===== config.mk =====
export PLATFORM = sky130hd
export DESIGN_NAME = conv_top
export DESIGN_NICKNAME = d
export VERILOG_FILES = /design/src/source/conv_pkg.sv /design/src/source/conv_tap_if.sv /design/src/source/window_scanner.sv /design/src/source/conv_mac.sv /design/src/source/layer0_writer.sv /design/src/source/conv_top.sv
export SDC_FILE = /design/constraint.sdc
export NUM_CORES = 1
export LEC_CHECK = 0
export ABC_AREA = 1
export BUFFER_PORTS_ARGS = -buffer_cell sky130_fd_sc_hd__buf_2
export CORE_MARGIN = 5
export CORE_UTILIZATION = 50
export DETAILED_ROUTE_END_ITERATION = 6
export PLACE_DENSITY = 0.79
export SLEW_MARGIN = 40
export SYNTH_ARGS = -nofsm -noshare
export SYNTH_HDL_FRONTEND = slang
export SYNTH_SLANG_ARGS = --single-unit

===== constraint.sdc =====
create_clock -name clk -period 8.28 [get_ports clk]
set_clock_uncertainty 0.15 [all_clocks]
set_input_delay 2.484 -clock clk [delete_from_list [all_inputs] [get_ports clk]]
set_output_delay 2.484 -clock clk [all_outputs]
set_load 0.01 [all_outputs]

===== src/source/conv_pkg.sv =====
`default_nettype none

package conv_pkg;

    // Image and memory sizes
    localparam int DATA_WIDTH  = 20;
    localparam int ADDR_WIDTH  = 12;
    localparam int IMAGE_WIDTH = 64;

    // Kernel geometry
    localparam int KERNEL_SIZE = 3;
    localparam int TAP_COUNT   = 9;

    // Accumulator and the slice kept from it
    localparam int ACC_WIDTH  = 40;
    localparam int FRAC_SHIFT = 16;

    typedef logic signed [DATA_WIDTH-1:0] pixel_t;
    typedef logic [ADDR_WIDTH-1:0]        addr_t;
    typedef logic signed [ACC_WIDTH-1:0]  acc_t;
    typedef logic [3:0]                   tap_index_t;
    typedef logic [2:0]                   csel_t;

    // Memory select for layer-0 writes
    localparam csel_t CSEL_LAYER0 = 3'b001;

    // Row-major, top-left tap first
    localparam pixel_t KERNEL_WEIGHTS [TAP_COUNT] = '{
        20'h0ab9e,
        20'h092d5,
        20'h06d43,
        20'h01004,
        20'hf8f71,
        20'hf6e54,
        20'hfa6d7,
        20'hfc834,
        20'hfac19
    };

endpackage

`default_nettype wire


===== src/source/conv_tap_if.sv =====
`timescale 1ns/100ps
`default_nettype none

interface conv_tap_if;

    logic                  valid;
    logic                  first;
    logic                  last;
    conv_pkg::tap_index_t  index;
    conv_pkg::pixel_t      pixel;
    // Output pixel this tap contributes to
    conv_pkg::addr_t       out_addr;

    modport scanner
    (
        output valid, first, last, index, pixel, out_addr
    );

    modport core
    (
        input valid, first, last, index, pixel, out_addr
    );

endinterface

`default_nettype wire


===== src/source/window_scanner.sv =====
`timescale 1ns/100ps
`default_nettype none

module window_scanner
(
    input  logic              clk,
    input  logic              reset,
    input  logic              ready,
    input  conv_pkg::pixel_t  idata,
    output conv_pkg::addr_t   iaddr,
    output logic              frame_start,
    conv_tap_if.scanner       tap
);

    typedef enum logic
    {
        state_idle,
        state_scan
    } state_t;

    state_t               state;
    logic [5:0]           row;
    logic [5:0]           col;
    conv_pkg::tap_index_t tap_cnt;

    logic [1:0] krow;
    logic [1:0] kcol;
    logic [6:0] n_row;
    logic [6:0] n_col;
    logic [5:0] nb_row;
    logic [5:0] nb_col;
    logic       pad;
    logic       scanning;
    logic       last_tap;
    logic       last_pixel;

    assign scanning   = (state == state_scan);
    assign last_tap   = (tap_cnt == conv_pkg::tap_index_t'(conv_pkg::TAP_COUNT - 1));
    assign last_pixel = (row == 6'(conv_pkg::IMAGE_WIDTH - 1)) &&
                        (col == 6'(conv_pkg::IMAGE_WIDTH - 1));

    // Kernel offset of the current tap
    assign krow = 2'(tap_cnt / conv_pkg::KERNEL_SIZE);
    assign kcol = 2'(tap_cnt % conv_pkg::KERNEL_SIZE);

    // Neighbor position shifted up by one so the border sits at 0 and 65
    assign n_row  = {1'b0, row} + 7'(krow);
    assign n_col  = {1'b0, col} + 7'(kcol);
    assign nb_row = 6'(n_row - 7'd1);
    assign nb_col = 6'(n_col - 7'd1);
    assign pad    = (n_row == 7'd0) || (n_row == 7'(conv_pkg::IMAGE_WIDTH + 1)) ||
                    (n_col == 7'd0) || (n_col == 7'(conv_pkg::IMAGE_WIDTH + 1));

    assign iaddr       = (scanning && !pad) ? {nb_row, nb_col} : '0;
    assign frame_start = (state == state_idle) && ready;

    // Walk output pixels, nine taps each, no gaps
    always_ff @(posedge clk or posedge reset)
    begin
        if (reset)
        begin
            state   <= state_idle;
            row     <= '0;
            col     <= '0;
            tap_cnt <= '0;
        end
        else if (frame_start)
        begin
            state   <= state_scan;
            row     <= '0;
            col     <= '0;
            tap_cnt <= '0;
        end
        else if (scanning)
        begin
            if (last_tap)
            begin
                tap_cnt <= '0;
                col     <= col + 6'd1;
                if (col == 6'(conv_pkg::IMAGE_WIDTH - 1))
                begin
                    row <= row + 6'd1;
                end
                if (last_pixel)
                begin
                    state <= state_idle;
                end
            end
            else
            begin
                tap_cnt <= tap_cnt + 4'd1;
            end
        end
    end

    // Tap control flags
    always_ff @(posedge clk or posedge reset)
    begin
        if (reset)
        begin
            tap.valid <= 1'b0;
            tap.first <= 1'b0;
            tap.last  <= 1'b0;
        end
        else
        begin
            tap.valid <= scanning;
            tap.first <= scanning && (tap_cnt == '0);
            tap.last  <= scanning && last_tap;
        end
    end

    // Tap payload, zero outside the image
    always_ff @(posedge clk)
    begin
        tap.index    <= tap_cnt;
        tap.pixel    <= pad ? '0 : idata;
        tap.out_addr <= {row, col};
    end

endmodule

`default_nettype wire


===== src/source/conv_mac.sv =====
`timescale 1ns/100ps
`default_nettype none

module conv_mac
(
    input  logic              clk,
    input  logic              reset,
    conv_tap_if.core          tap,
    output logic              result_valid,
    output conv_pkg::pixel_t  result_data,
    output conv_pkg::addr_t   result_addr
);

    conv_pkg::pixel_t weight;
    conv_pkg::acc_t   product;
    conv_pkg::acc_t   acc;

    // Finished sum waiting for ReLU
    conv_pkg::acc_t   sum_reg;
    conv_pkg::addr_t  sum_addr;
    logic             sum_valid;
    conv_pkg::pixel_t trunc;

    assign weight  = conv_pkg::KERNEL_WEIGHTS[tap.index];
    assign product = conv_pkg::acc_t'(tap.pixel) * conv_pkg::acc_t'(weight);

    // Running sum, restarted by tap 0
    always_ff @(posedge clk)
    begin
        if (tap.valid)
        begin
            acc <= tap.first ? product : acc + product;
        end
    end

    // Last tap closes the sum while the next pixel starts accumulating
    always_ff @(posedge clk)
    begin
        if (tap.valid && tap.last)
        begin
            sum_reg  <= acc + product;
            sum_addr <= tap.out_addr;
        end
    end

    assign trunc = sum_reg[conv_pkg::FRAC_SHIFT +: conv_pkg::DATA_WIDTH];

    // ReLU on the kept slice
    always_ff @(posedge clk)
    begin
        if (sum_valid)
        begin
            result_data <= trunc[conv_pkg::DATA_WIDTH-1] ? '0 : trunc;
            result_addr <= sum_addr;
        end
    end

    always_ff @(posedge clk or posedge reset)
    begin
        if (reset)
        begin
            sum_valid    <= 1'b0;
            result_valid <= 1'b0;
        end
        else
        begin
            sum_valid    <= tap.valid && tap.last;
            result_valid <= sum_valid;
        end
    end

endmodule

`default_nettype wire


===== src/source/layer0_writer.sv =====
`timescale 1ns/100ps
`default_nettype none

module layer0_writer
(
    input  logic              clk,
    input  logic              reset,
    input  logic              frame_start,
    input  logic              result_valid,
    input  conv_pkg::pixel_t  result_data,
    input  conv_pkg::addr_t   result_addr,
    output logic              busy,
    output logic              cwr,
    output conv_pkg::csel_t   csel,
    output conv_pkg::addr_t   caddr_wr,
    output conv_pkg::pixel_t  cdata_wr
);

    logic final_write;

    assign final_write = cwr &&
        (caddr_wr == conv_pkg::addr_t'(conv_pkg::IMAGE_WIDTH * conv_pkg::IMAGE_WIDTH - 1));

    // One write cycle per result, all zero in between
    always_ff @(posedge clk or posedge reset)
    begin
        if (reset)
        begin
            cwr      <= 1'b0;
            csel     <= '0;
            caddr_wr <= '0;
            cdata_wr <= '0;
        end
        else
        begin
            cwr      <= result_valid;
            csel     <= result_valid ? conv_pkg::CSEL_LAYER0 : '0;
            caddr_wr <= result_valid ? result_addr : '0;
            cdata_wr <= result_valid ? result_data : '0;
        end
    end

    // Busy from frame start until the last address is written
    always_ff @(posedge clk or posedge reset)
    begin
        if (reset)
        begin
            busy <= 1'b0;
        end
        else if (frame_start)
        begin
            busy <= 1'b1;
        end
        else if (final_write)
        begin
            busy <= 1'b0;
        end
    end

endmodule

`default_nettype wire


===== src/source/conv_top.sv =====
`timescale 1ns/100ps
`default_nettype none

module conv_top
(
    input  logic                clk,
    input  logic                reset,
    input  logic                ready,
    input  conv_pkg::pixel_t    idata,
    output logic                busy,
    output conv_pkg::addr_t     iaddr,
    output logic                cwr,
    output conv_pkg::csel_t     csel,
    output conv_pkg::addr_t     caddr_wr,
    output conv_pkg::pixel_t    cdata_wr
);

    logic             frame_start;
    logic             result_valid;
    conv_pkg::pixel_t result_data;
    conv_pkg::addr_t  result_addr;

    conv_tap_if tap_bus ();

    window_scanner u_scanner
    (
        .clk         (clk),
        .reset       (reset),
        .ready       (ready),
        .idata       (idata),
        .iaddr       (iaddr),
        .frame_start (frame_start),
        .tap         (tap_bus.scanner)
    );

    conv_mac u_mac
    (
        .clk          (clk),
        .reset        (reset),
        .tap          (tap_bus.core),
        .result_valid (result_valid),
        .result_data  (result_data),
        .result_addr  (result_addr)
    );

    layer0_writer u_writer
    (
        .clk          (clk),
        .reset        (reset),
        .frame_start  (frame_start),
        .result_valid (result_valid),
        .result_data  (result_data),
        .result_addr  (result_addr),
        .busy         (busy),
        .cwr          (cwr),
        .csel         (csel),
        .caddr_wr     (caddr_wr),
        .cdata_wr     (cdata_wr)
    );

endmodule

`default_nettype wire


==> results.toml <==
[status]
outcome = "finished with violations"
violations = "negative setup slack"

[critical_path]
critPathTopFamily = "adder cells"
cp-start-kind = "register"
cp_slowest_stage_delay_ps = 550
path_max_fanout = 5
reg2reg_slack_ps = -220
required_ps = 8370
worst_ep_arrival_time_ps = 8590
cp_slowest_cell = "fa_1"
crit_type = "reg2reg"
crit_buf_inv = 13
cp-startpoint = "u_scanner.tap.index[1]"
rr_startpoint = "u_scanner.tap.index[1]"
endpoint_kind = "register"
critical_path.most_common_cell = "fa_1"

[synthesis]
synth_edf_count = 99
synth_area_leaders = "fa_1, edfxtp_1, inv_1"
yosys_warnings = 0
synth_largest_area_cell = "fa_1"
synth_cell_types = 60
synth_seq_cells = 190
synth.avg_cell_area_um2 = 8.371
ys.flop_type = "edfxtp_1"
synthArstFlopShare_pct = 28.95
synth_top_area_share_pct = 32.23
synth.cell_area_um2 = 23970
seq_area_frac_synth_pct = 21.15
postSynthCellCount = 2864
yosysMostFrequentCell = "inv_1"
synth_commonest_cells = "inv_1, nand2_1, nor2_1"

[global_routing]
antenna_found_initial = 2
grt-ovfl-total = 0
grt_pass1_vias = 21710
grt_max_degree = 56
grt_first_pass_wirelength_um = 108700
grt_usage_pct = 25.91

[floorplanning]
num_rows = 80
core_area_um2 = 47550
die_h_um = 229.0
dieArea_um2 = 52430
io_pins = 72
initial_core_util_pct = 50.42
die_x_um = 229.0

[placed_design]
io_buffers = 68
dpl.hpwl_um = 53280
gp_congestion = 0.9851

[sta]
worst_pin_slew_ps = 909.3
max_freq_mhz = 117.7
drv_slew = 0
fin_ws_ps = -217.1
post-route-period-util_pct = 102.6
setup_violations = 31
period_minus_slack_ps = 8497
rsz0062_at_grt = "yes"
relSlewSlack_pct = 38.74
hold_violations = 0

[routing]
wl_per_cell_um = 18.05
initialDrtViolationCount = 1780
vias = 20870
viasPerCell = 5.310
drtPass1Iterations = 6
antenna_violating_nets_post_route = 0
routed_wl_um = 70940
drcViolationCount = 0

[clock_network]
max-clock-path-buffers = 2
postCtsHoldBufs = 0
clk_latency_ps = 500
clkSinkCount = 190
clk_pin_slew_ps = 80
htreeDepth = 4
cts_root_buf = "clkbuf_16"
cts_buffers = 17
cts_tree = "built"

[min_path]
hold_class = "reg2reg"
min_from = "u_scanner.tap.out_addr[4]"

[layout]
largest_reg_flops = 36
area_growth_pct = 29.61
layout.nets = 3873
utilization_pct = 65.36
final_layout_size_suffix_gt1_share_pct = 28.67

[job]
cap_violations = 0
==> cell type report <==
cell class	count	area [µm²]
antenna	1	2.502
clock buffer	17	425.4
clock inverter	15	171.4
fill	3390	16470
inverter	725	2746
multi-input combinational	1880	18060
sequential	190	5081
tap	615	769.5
timing repair buffer	487	3816
==> metrics by stage <==
stage	cells	hold WS [ps]	TNS [ps]	setup slack, ps	cell area, µm²
2_1_floorplan	2866	217.9	0	6.795	24050
3_3_place_gp	3834	234.1	-14290	-608.8	27730
3_5_place_dp	3834	235.2	-16850	-627.3	27730
4_1_cts	3899	247.6	-249.2	-101.2	29740
5_1_grt	3929	260.0	-14790	-597.4	31070
6_report	3930	249.7	-3475	-217.1	31070
==> kinds of logic after synthesis <==
kind of cell	synth area share [%]
adders and majority gates	40.74
buffers and inverters	12.63
DFF	21.15
xor gates and xnor gates	2.411
other	0.01564
and+or+nand+nor	17.66
AOI/OAI and AO/OA	5.396
==> placed cells by master (no fill, tap or decap), types with 8 or more instances in the layout <==
cell type | Yosys | final
fa_1 | 386 | 370
a21o_1 | 12 | 12
nand2_1 | 496 | 420
buf_12 | 0 | 17
ha_4 | 0 | 48
xor2_1 | 50 | 33
clkbuf_16 | 0 | 17
xor2_2 | 0 | 12
a21oi_1 | 87 | 48
a21oi_4 | 0 | 10
ha_1 | 163 | 113
inv_2 | 3 | 46
a21oi_2 | 2 | 31
nor2_1 | 394 | 314
o21ai_2 | 4 | 15
and2_4 | 0 | 8
buf_2 | 4 | 68
nand2_4 | 1 | 19
nand4_1 | 15 | 15
dfxtp_1 | 36 | 32
buf_4 | 6 | 376
fa_2 | 0 | 16
nand3_2 | 1 | 10
o21ai_0 | 66 | 39
o21ai_1 | 3 | 17
nand3_1 | 60 | 50
nor2_2 | 3 | 42
nor3_1 | 24 | 15
nand2_2 | 6 | 63
edfxtp_1 | 99 | 99
buf_6 | 1 | 24
inv_1 | 714 | 667
dfrtp_1 | 55 | 54
xnor2_1 | 16 | 13
nor2_4 | 2 | 43
==> timing repair <==
item | 4_1_cts | 5_1_grt
pin swaps | 108 | 140
endpoints found under the setup margin | 41 | 42
gates cloned | 1 | 0
setup buffers | 32 | 31
gates resized for setup | 255 | 290
==> per-layer routing <==
metal / vias up / routed length (µm) / GRT usage (%)
met4: 2 / 4842 / 13.72
met2: 979 / 35140 / 44.93
met3: 345 / 5195 / 4.657
li1: 9393 / - / -
met5: - / 13 / 0
met1: 10150 / 25750 / 30.84
==> final timing paths <==
| check | to | depth (start not counted) |
|---|---|---|
| max in group asynchronous | u_mac.result_valid | 3 |
| hold / removal | u_mac.sum_addr[4] | 0 |
| min in group asynchronous | u_scanner.row[1] | 3 |
| setup / recovery | u_mac.acc[21] | 42 |
| hold reg to reg | u_mac.sum_addr[4] | 0 |
| setup reg to reg | u_mac.acc[21] | 42 |
Power is left out: the tool's default activity adds up to more than one toggle a clock period on the data nets, which glitch-free logic cannot reach.
